--- config.mk ---
export PLATFORM = sky130hd
export DESIGN_NAME = exu_top
export DESIGN_NICKNAME = d
export VERILOG_FILES = /design/src/wb_pkg.sv /design/src/issue_ctrl.sv /design/src/alu_unit.sv /design/src/mul_unit.sv /design/src/div_unit.sv /design/src/wb_arbiter.sv /design/src/exu_top.sv
export SDC_FILE = /design/constraint.sdc
export NUM_CORES = 2
export LEC_CHECK = 0
export ABC_AREA = 0
export BUFFER_PORTS_ARGS = -buffer_cell sky130_fd_sc_hd__buf_2
export CAP_MARGIN = 20
export CORE_MARGIN = 3
export CORE_UTILIZATION = 65
export DETAILED_ROUTE_END_ITERATION = 7
export PLACE_DENSITY = 0.83
export SYNTH_ARGS = -nofsm -noshare
export SYNTH_HDL_FRONTEND = slang
export SYNTH_SLANG_ARGS = --single-unit
--- constraint.sdc ---
create_clock -name clk -period 8.6 [get_ports clk]
set_clock_uncertainty 0.15 [all_clocks]
set_input_delay 1.72 -clock clk [delete_from_list [all_inputs] [get_ports clk]]
set_output_delay 1.72 -clock clk [all_outputs]
set_load 0.01 [all_outputs]
--- src/wb_pkg.sv ---
////////////////////
// shared widths, unit indices and operation codes of the execution slice.
// every RTL file imports this package in its module header.
////////////////////

package wb_pkg;

   localparam int XLEN       = 32;            // data width of operands and results.
   localparam int TAG_W      = 6;             // destination register tag width.
   localparam int ID_W       = 4;             // reorder buffer id width.
   localparam int ROB_DEPTH  = 2 ** ID_W;     // one in-flight slot for every id value.
   localparam int INFL_W     = ID_W + 1;      // the in-flight count must reach ROB_DEPTH itself.

   // functional unit indices, a lower index wins the writeback port.
   localparam int N_FU       = 3;
   localparam int FU_DIV     = 0;             // the divider is rare and slow, so it goes first.
   localparam int FU_MUL     = 1;             // the multiplier pipeline drains next.
   localparam int FU_ALU     = 2;             // the ALU refills every cycle and waits last.

   localparam int MUL_STAGES = 3;             // operand, product and result stages.
   localparam int DIV_CYCLES = 32;            // one quotient bit per iteration.
   localparam int DIV_CNT_W  = $clog2(DIV_CYCLES + 1);  // holds DIV_CYCLES down to zero.

   // operation codes as they come out of decode.
   typedef enum logic [3:0]
   {
      OP_ADD  = 4'd0,
      OP_SUB  = 4'd1,
      OP_AND  = 4'd2,
      OP_OR   = 4'd3,
      OP_XOR  = 4'd4,
      OP_SLL  = 4'd5,
      OP_SRL  = 4'd6,
      OP_MUL  = 4'd7,                         // low 32 bits of the product.
      OP_DIVU = 4'd8,                         // unsigned quotient.
      OP_REMU = 4'd9                          // unsigned remainder.
   } op_t;

endpackage

--- src/issue_ctrl.sv ---
////////////////////
// issue control, hands out reorder ids, bounds the work in flight and
// steers each accepted operation to the ALU, multiplier or divider.
////////////////////
`timescale 1ns/10ps

module issue_ctrl import wb_pkg::*;
(
   input  logic              clk,
   input  logic              rst,
   input  logic              in_valid,
   output logic              in_ready,
   input  op_t               in_op,
   input  logic [XLEN-1:0]   in_a,
   input  logic [XLEN-1:0]   in_b,
   input  logic [TAG_W-1:0]  in_tag,
   input  logic              alu_rdy,
   input  logic              mul_rdy,
   input  logic              div_rdy,
   output logic              alu_req,
   output logic              mul_req,
   output logic              div_req,
   output op_t               fu_op,
   output logic [XLEN-1:0]   fu_a,
   output logic [XLEN-1:0]   fu_b,
   output logic [TAG_W-1:0]  fu_tag,
   output logic [ID_W-1:0]   fu_id,
   input  logic              wb_fire
);

   logic              live;                   // set on the first edge after reset is released.
   logic [ID_W-1:0]   next_id;                // wraps, so ids are reused in issue order.
   logic [INFL_W-1:0] inflight;               // issued but not yet written back.
   logic              sel_mul;
   logic              sel_div;
   logic              sel_alu;
   logic              unit_rdy;
   logic              room;
   logic              fire;

   assign sel_mul  = (in_op == OP_MUL);
   assign sel_div  = (in_op == OP_DIVU) || (in_op == OP_REMU);
   assign sel_alu  = !sel_mul && !sel_div;    // everything else is plain integer work.
   assign unit_rdy = (sel_alu && alu_rdy) || (sel_mul && mul_rdy) || (sel_div && div_rdy);
   assign room     = (inflight < INFL_W'(ROB_DEPTH));
   assign in_ready = live && unit_rdy && room;
   assign fire     = in_valid && in_ready;

   assign alu_req  = fire && sel_alu;         // a request is raised only on an accepted issue.
   assign mul_req  = fire && sel_mul;
   assign div_req  = fire && sel_div;
   assign fu_op    = in_op;                   // the payload goes to all units, req picks one.
   assign fu_a     = in_a;
   assign fu_b     = in_b;
   assign fu_tag   = in_tag;
   assign fu_id    = next_id;

   always_ff @(posedge clk)
   begin
      if (rst)
      begin
         live     <= 1'b0;
         next_id  <= '0;
         inflight <= '0;
      end
      else
      begin
         live <= 1'b1;
         if (fire)
            next_id <= next_id + 1'b1;
         if (fire && !wb_fire)
            inflight <= inflight + 1'b1;
         else if (!fire && wb_fire)
            inflight <= inflight - 1'b1; // issue and writeback together leave it unchanged.
      end
   end

   // the writeback side must never retire more than was issued here.
   a_infl_max: assert property (@(posedge clk) disable iff (rst)
      inflight <= INFL_W'(ROB_DEPTH));
   a_wb_owned: assert property (@(posedge clk) disable iff (rst)
      wb_fire |-> (inflight != '0));

endmodule

--- src/alu_unit.sv ---
////////////////////
// single cycle integer ALU with one result holding register.
// the result waits in the register until the arbiter takes it.
////////////////////
`timescale 1ns/10ps

module alu_unit import wb_pkg::*;
(
   input  logic              clk,
   input  logic              rst,
   input  logic              req,
   output logic              rdy,
   input  op_t               op,
   input  logic [XLEN-1:0]   a,
   input  logic [XLEN-1:0]   b,
   input  logic [TAG_W-1:0]  tag,
   input  logic [ID_W-1:0]   id,
   output logic              res_valid,
   input  logic              res_ready,
   output logic [XLEN-1:0]   res_data,
   output logic [TAG_W-1:0]  res_tag,
   output logic [ID_W-1:0]   res_id
);

   logic [XLEN-1:0] result;

   always_comb
   begin
      case (op)
         OP_ADD:  result = a + b;
         OP_SUB:  result = a - b;
         OP_AND:  result = a & b;
         OP_OR:   result = a | b;
         OP_XOR:  result = a ^ b;
         OP_SLL:  result = a << b[4:0];       // shift amount is the low five bits.
         OP_SRL:  result = a >> b[4:0];       // logical, zeros shift in.
         default: result = '0;                // multiply and divide never reach this unit.
      endcase
   end

   assign rdy = !res_valid || res_ready;      // empty, or emptied on this edge.

   always_ff @(posedge clk)
   begin
      if (rst)
         res_valid <= 1'b0;
      else if (rdy)
         res_valid <= req;
   end

   always_ff @(posedge clk)
   begin
      if (req)
      begin
         res_data <= result;
         res_tag  <= tag;
         res_id   <= id;
      end
   end

endmodule

--- src/mul_unit.sv ---
////////////////////
// three stage multiplier pipeline returning the low half of the product.
// stages advance only into free space, so it stalls under back-pressure.
////////////////////
`timescale 1ns/10ps

module mul_unit import wb_pkg::*;
(
   input  logic              clk,
   input  logic              rst,
   input  logic              req,
   output logic              rdy,
   input  logic [XLEN-1:0]   a,
   input  logic [XLEN-1:0]   b,
   input  logic [TAG_W-1:0]  tag,
   input  logic [ID_W-1:0]   id,
   output logic              res_valid,
   input  logic              res_ready,
   output logic [XLEN-1:0]   res_data,
   output logic [TAG_W-1:0]  res_tag,
   output logic [ID_W-1:0]   res_id
);

   logic [MUL_STAGES-1:0] stg_v;              // one valid bit per stage.
   logic [MUL_STAGES-1:0] adv;                // the stage may load on this edge.
   logic [XLEN-1:0]       s1_a;
   logic [XLEN-1:0]       s1_b;
   logic [TAG_W-1:0]      s1_tag;
   logic [ID_W-1:0]       s1_id;
   logic [2*XLEN-1:0]     s2_prod;            // full product, trimmed in the last stage.
   logic [TAG_W-1:0]      s2_tag;
   logic [ID_W-1:0]       s2_id;

   always_comb
   begin
      adv[MUL_STAGES-1] = !stg_v[MUL_STAGES-1] || res_ready;
      for (int i = MUL_STAGES - 2; i >= 0; i--)
         adv[i] = !stg_v[i] || adv[i+1];      // free now or freed by the stage ahead.
   end

   assign rdy       = adv[0];
   assign res_valid = stg_v[MUL_STAGES-1];

   always_ff @(posedge clk)
   begin
      if (rst)
         stg_v <= '0;
      else
      begin
         if (adv[0])
            stg_v[0] <= req;
         for (int i = 1; i < MUL_STAGES; i++)
            if (adv[i])
               stg_v[i] <= stg_v[i-1];   // a bubble moves forward as well.
      end
   end

   always_ff @(posedge clk)
   begin
      if (req)
      begin
         s1_a   <= a;
         s1_b   <= b;
         s1_tag <= tag;
         s1_id  <= id;
      end
      if (adv[1] && stg_v[0])
      begin
         s2_prod <= s1_a * s1_b;
         s2_tag  <= s1_tag;
         s2_id   <= s1_id;
      end
      if (adv[MUL_STAGES-1] && stg_v[1])
      begin
         res_data <= s2_prod[XLEN-1:0];
         res_tag  <= s2_tag;
         res_id   <= s2_id;
      end
   end

   // a held product keeps its payload until the arbiter takes it.
   a_hold: assert property (@(posedge clk) disable iff (rst)
      res_valid && !res_ready |=> res_valid && $stable(res_data) && $stable(res_tag)
                                  && $stable(res_id));

endmodule

--- src/div_unit.sv ---
////////////////////
// iterative unsigned divider, one restoring step per cycle.
// a single division is in flight, the op picks quotient or remainder.
////////////////////
`timescale 1ns/10ps

module div_unit import wb_pkg::*;
(
   input  logic              clk,
   input  logic              rst,
   input  logic              req,
   output logic              rdy,
   input  op_t               op,
   input  logic [XLEN-1:0]   a,
   input  logic [XLEN-1:0]   b,
   input  logic [TAG_W-1:0]  tag,
   input  logic [ID_W-1:0]   id,
   output logic              res_valid,
   input  logic              res_ready,
   output logic [XLEN-1:0]   res_data,
   output logic [TAG_W-1:0]  res_tag,
   output logic [ID_W-1:0]   res_id
);

   logic [DIV_CNT_W-1:0] cnt;                 // iterations left, zero when idle.
   logic                 busy;
   logic [XLEN-1:0]      quo_q;               // dividend shifts out, quotient shifts in.
   logic [XLEN-1:0]      rem_q;               // partial remainder.
   logic [XLEN-1:0]      dvs_q;               // divisor, held for the whole division.
   logic                 rem_sel;             // high for OP_REMU.
   logic [XLEN:0]        trial;               // shifted remainder minus divisor.

   assign busy     = (cnt != '0);
   assign rdy      = !busy && (!res_valid || res_ready);
   assign trial    = {rem_q, quo_q[XLEN-1]} - {1'b0, dvs_q};
   assign res_data = rem_sel ? rem_q : quo_q;

   always_ff @(posedge clk)
   begin
      if (rst)
      begin
         cnt       <= '0;
         res_valid <= 1'b0;
      end
      else if (req)
      begin
         cnt       <= DIV_CNT_W'(DIV_CYCLES);
         res_valid <= 1'b0;                   // the previous result leaves on this same edge.
      end
      else if (busy)
      begin
         cnt <= cnt - 1'b1;
         if (cnt == DIV_CNT_W'(1))
            res_valid <= 1'b1;                // the last step lands the result.
      end
      else if (res_ready)
         res_valid <= 1'b0;
   end

   // with a zero divisor every trial succeeds, so the quotient fills with ones
   // and the remainder collects the dividend bit by bit.
   always_ff @(posedge clk)
   begin
      if (req)
      begin
         quo_q   <= a;
         rem_q   <= '0;
         dvs_q   <= b;
         rem_sel <= (op == OP_REMU);
         res_tag <= tag;
         res_id  <= id;
      end
      else if (busy)
      begin
         if (!trial[XLEN])
         begin
            rem_q <= trial[XLEN-1:0];         // no borrow, keep the difference.
            quo_q <= {quo_q[XLEN-2:0], 1'b1};
         end
         else
         begin
            rem_q <= {rem_q[XLEN-2:0], quo_q[XLEN-1]};  // borrow, restore the shift.
            quo_q <= {quo_q[XLEN-2:0], 1'b0};
         end
      end
   end

   // issue control must see rdy low for the whole division.
   a_no_req_busy: assert property (@(posedge clk) disable iff (rst)
      busy |-> !req);

endmodule

--- src/wb_arbiter.sv ---
////////////////////
// fixed priority writeback arbiter, the lowest valid unit index wins.
// the granted payload goes to the reorder buffer port through an AND-OR mux.
////////////////////
`timescale 1ns/10ps

module wb_arbiter import wb_pkg::*;
(
   input  logic                        clk,
   input  logic                        rst,
   input  logic [N_FU-1:0]             res_valid,
   output logic [N_FU-1:0]             res_ready,
   input  logic [N_FU-1:0][XLEN-1:0]   res_data,
   input  logic [N_FU-1:0][TAG_W-1:0]  res_tag,
   input  logic [N_FU-1:0][ID_W-1:0]   res_id,
   output logic                        wb_valid,
   input  logic                        wb_ready,
   output logic [XLEN-1:0]             wb_data,
   output logic [TAG_W-1:0]            wb_tag,
   output logic [ID_W-1:0]             wb_id
);

   logic [N_FU-1:0] grant;

   assign grant     = res_valid & (~res_valid + 1'b1);  // isolates the lowest set bit.
   assign res_ready = grant & {N_FU{wb_ready}};          // only the winner sees the ready.
   assign wb_valid  = |res_valid;

   always_comb
   begin
      wb_data = '0;
      wb_tag  = '0;
      wb_id   = '0;
      for (int i = 0; i < N_FU; i++)
      begin
         wb_data = wb_data | (res_data[i] & {XLEN{grant[i]}});
         wb_tag  = wb_tag  | (res_tag[i]  & {TAG_W{grant[i]}});
         wb_id   = wb_id   | (res_id[i]   & {ID_W{grant[i]}});
      end
   end

   // at most one unit drives the port, and some unit does whenever it is valid.
   a_grant_onehot: assert property (@(posedge clk) disable iff (rst)
      $onehot0(grant));
   a_valid_grant: assert property (@(posedge clk) disable iff (rst)
      wb_valid == (|grant));

endmodule

--- src/exu_top.sv ---
////////////////////
// execution and writeback slice, issue control feeding three units
// whose results merge onto one writeback port.
////////////////////
`timescale 1ns/10ps

module exu_top import wb_pkg::*;
(
   input  logic              clk,
   input  logic              rst,
   input  logic              in_valid,
   output logic              in_ready,
   input  op_t               in_op,
   input  logic [XLEN-1:0]   in_a,
   input  logic [XLEN-1:0]   in_b,
   input  logic [TAG_W-1:0]  in_tag,
   output logic              wb_valid,
   input  logic              wb_ready,
   output logic [XLEN-1:0]   wb_data,
   output logic [TAG_W-1:0]  wb_tag,
   output logic [ID_W-1:0]   wb_id
);

   logic                       alu_req, mul_req, div_req;
   logic                       alu_rdy, mul_rdy, div_rdy;
   op_t                        fu_op;
   logic [XLEN-1:0]            fu_a, fu_b;
   logic [TAG_W-1:0]           fu_tag;
   logic [ID_W-1:0]            fu_id;
   logic [N_FU-1:0]            res_valid;     // indexed by FU_DIV, FU_MUL and FU_ALU.
   logic [N_FU-1:0]            res_ready;
   logic [N_FU-1:0][XLEN-1:0]  res_data;
   logic [N_FU-1:0][TAG_W-1:0] res_tag;
   logic [N_FU-1:0][ID_W-1:0]  res_id;
   logic                       wb_fire;

   assign wb_fire = wb_valid && wb_ready;     // one in-flight slot is freed per transfer.

   issue_ctrl u_issue (.clk, .rst, .in_valid, .in_ready, .in_op, .in_a, .in_b, .in_tag,
      .alu_rdy, .mul_rdy, .div_rdy, .alu_req, .mul_req, .div_req,
      .fu_op, .fu_a, .fu_b, .fu_tag, .fu_id, .wb_fire);

   alu_unit u_alu (.clk, .rst, .req(alu_req), .rdy(alu_rdy), .op(fu_op), .a(fu_a), .b(fu_b),
      .tag(fu_tag), .id(fu_id), .res_valid(res_valid[FU_ALU]), .res_ready(res_ready[FU_ALU]),
      .res_data(res_data[FU_ALU]), .res_tag(res_tag[FU_ALU]), .res_id(res_id[FU_ALU]));

   mul_unit u_mul (.clk, .rst, .req(mul_req), .rdy(mul_rdy), .a(fu_a), .b(fu_b),
      .tag(fu_tag), .id(fu_id), .res_valid(res_valid[FU_MUL]), .res_ready(res_ready[FU_MUL]),
      .res_data(res_data[FU_MUL]), .res_tag(res_tag[FU_MUL]), .res_id(res_id[FU_MUL]));

   div_unit u_div (.clk, .rst, .req(div_req), .rdy(div_rdy), .op(fu_op), .a(fu_a), .b(fu_b),
      .tag(fu_tag), .id(fu_id), .res_valid(res_valid[FU_DIV]), .res_ready(res_ready[FU_DIV]),
      .res_data(res_data[FU_DIV]), .res_tag(res_tag[FU_DIV]), .res_id(res_id[FU_DIV]));

   wb_arbiter u_arb (.clk, .rst, .res_valid, .res_ready, .res_data, .res_tag, .res_id,
      .wb_valid, .wb_ready, .wb_data, .wb_tag, .wb_id);

endmodule

==> flow_summary.yaml <==
logic_synthesis:
  synthDistinctLibCells: 83
  synth-main-ff-cell: "edfxtp_1"
  synth_edf_count: 275
  netlist_top_cells_count: "inv_1, fa_1, nand2_1"
  yosysTopAreaCell: "edfxtp_1"
  synth_fp_nets: 4523
  synthCells: 3775
  synthTopCellsByArea: "edfxtp_1, fa_1, ha_1, inv_1, and2_1"
  async_reset_ff_frac: 0
  ys_seq_area_frac: 0.256
  yosysMostFrequentCell: "inv_1"
  synth.yosys.warnings: 0
  synth_area_um2: 36400
  synth_area_per_cell_um2: 9.63
  synth_top_area_frac: 0.227
  ys_ff_latch: 328
timing:
  hold_ws_ps: 254
  rsz0062_at_grt: "no"
  finalMaxSlewViolations: 0
  setup_viol: 0
  finalSetupTns_ps: 0
  timing.final.crit_share: 0.890
  finalCriticalPeriod_ps: 7650
  hold_viol_final: 0
  tightest_slew_ps: 1090
  relSlewSlack: 0.270
  max_freq_mhz: 131
clock_network:
  clk_pin_slew_ps: 60
  cts_buffer_depth: 3
  cts_sinks: 328
  post_cts_buffers: 0
  htreeDepth: 2
  cts-resized-gates: 0
  numCtsBuffers: 35
  ctsHoldBuffers: 0
  clk_latency_ps: 570
  root_buffer: "clkbuf_16"
  cts_tree: "done"
setup_path:
  critPathMaxFanout: 29
  required_ps: 8770
  path_class: "flop to flop"
  worstPathArrival_ps: 7820
  endpoint_kind: "flop"
  startpoint_type: "flop"
  reg2regPathDepth: 22
  worstReg2RegStart: "u_mul.s1_b[3]"
  regToRegEndpoint: "u_mul.s2_prod[28]"
  rrSetupSlack_ps: 950
die:
  initial_core_util: 0.659
  coreArea_um2: 55200
  rows: 86
  dieWidth_um: 243
  io_pins: 122
  die_height_um: 243
  die_area_um2: 58800
power:
  power_leakage_uw: 0.0172
  p_per_area_nw_per_um2: 222
  peakVddDrop_mv: 0.207
layout:
  area_growth_syn_to_layout_pct: 6.28
  nFillCells: 4102
  final_nets: 4529
  drive_gt1_frac: 0.0751
  finish.utilization: 0.700
global_routing:
  antenna_found_initial: 3
  grt_pass1_vias: 29044
  grt_usage: 0.393
  overflow: 0
  grt_max_degree: 89
  grt_pass1_wl_um: 175000
min_path:
  hp-class: "flop to flop"
  hold_start: "u_mul.s2_prod[3]"
  hold_depth: 0
  holdPathEnd: "u_mul.res_data[3]"
run:
  maxCapViolCount: 0
routing:
  vias_per_cell: 6.44
  avgRoutedWirePerCell_um: 25.4
  drc: 0
  vias: 29352
  ant_nets: 0
  dr.pass1.iters: 6
  wl_um: 116000
  dr.first_iter.drc_count: 3549
placed_design:
  gp_congestion: 1.03
  dp_hpwl_um: 87400
  portBuffers: 121
status:
  outcome: "complete, no violations"
==> power breakdown <==
group          switching (uW)  internal, uW
Combinational            2860          1920
Clock                     665           793
Sequential                207          2140
Total                    3730          4850
==> per-layer routing <==
layer  global-route usage  up-vias  part of all wire
met5                    0        -                 0
met4                0.175        0             0.057
met3                0.119      389              0.14
met2                0.588     1997              0.43
met1                0.533    14309              0.37
li1                     -    12657                 -
==> flip-flops by register name, indices dropped and copies added, names as in the netlist, 5 cells and up <==
signal / flops
u_mul.s1_tag: 6
u_div.cnt: 6
u_alu.res_tag: 6
u_div.res_tag: 6
u_mul.res_data: 32
u_mul.s2_tag: 6
u_div.dvs_q: 32
u_mul.s1_a: 32
u_div.rem_q: 32
u_div.quo_q: 32
u_issue.inflight: 5
u_mul.res_tag: 6
u_mul.s1_b: 32
u_mul.s2_prod: 32
u_alu.res_data: 32
==> worst max-delay path, cell delays in order, from the launching register on <==
cell and delay [ps]:
edfxtp_1 940, and2_1 260, fa_1 410, inv_1 80, fa_1 420, fa_1 500, fa_1 570, inv_1 60
fa_1 500, inv_1 60, fa_1 530, inv_1 50, fa_1 510, fa_1 430, ha_1 360, nand3_1 150
or3_1 350, o2111a_1 230, nor3_1 350, nand3_1 120, a21boi_0 180, nor2_1 70, xnor2_1 120
==> cells by family after synthesis <==
group	share of synthesized area
simple gates	0.140
compound gates	0.121
flops	0.256
mux	0.0507
buf+inv	0.0756
xor+xnor	0.0407
fa+ha+maj	0.315
==> area by class of cell <==
class	count	area (um2)	share of cell area
well taps	748	936	0.0242
clock inverters	22	169	0.00437
diodes	3	7.51	0.000194
flip-flops and latches	328	9320	0.241
multi-input cells	2728	24400	0.631
inverters	516	1940	0.0502
repair buffers	172	1000	0.0260
clock buffers	42	902	0.0233
==> worst max-delay path by stage <==
stage,slack [ps],from,end,depth (start not counted)
floorplan,1500,in_op[1],u_mul.s1_a[0],9
global placement,1140,u_mul.s1_b[3],u_mul.s2_prod[28],22
detailed placement,1010,u_mul.s1_b[6],u_mul.s2_prod[28],22
CTS,1030,u_mul.s1_b[6],u_mul.s2_prod[28],22
global route,630,u_mul.s1_b[3],u_mul.s2_prod[28],22
finish,950,u_mul.s1_b[3],u_mul.s2_prod[28],22
==> through the flow <==
stage               cells  power [uW]  setup slack, ps  area (um2)
finish               4559        8580              950       38600
global route         4556        9100              633       38600
CTS                  4554        8450             1030       38600
detailed placement   4490        6980             1010       37500
global placement     4490        6870             1140       37500
floorplan            3775        5640             1500       36400
==> layout by cell type, fill, tap and decap left out, types with 14 or more instances in the layout <==
cell type | synthesis | final
mux2i_1 | 101 | 101
o211ai_1 | 25 | 25
xor2_1 | 36 | 36
buf_2 | 13 | 120
a211o_1 | 14 | 14
buf_4 | 2 | 50
a21oi_1 | 192 | 192
clkbuf_16 | 0 | 35
fa_1 | 411 | 411
and2_1 | 290 | 290
o21ai_0 | 144 | 144
a31oi_1 | 21 | 21
nand4_1 | 19 | 19
nor2_1 | 183 | 183
nand3_1 | 27 | 27
nand2_1 | 408 | 408
dfxtp_1 | 53 | 52
edfxtp_1 | 275 | 275
or3_1 | 20 | 20
xnor2_1 | 131 | 131
a221oi_1 | 63 | 63
nor3_1 | 36 | 32
o21a_1 | 15 | 15
mux4_2 | 36 | 36
a21o_1 | 50 | 50
ha_1 | 259 | 259
o22ai_1 | 24 | 24
o21ai_1 | 53 | 53
a22oi_1 | 14 | 14
inv_1 | 511 | 511
(Power assumes the default switching activity.)
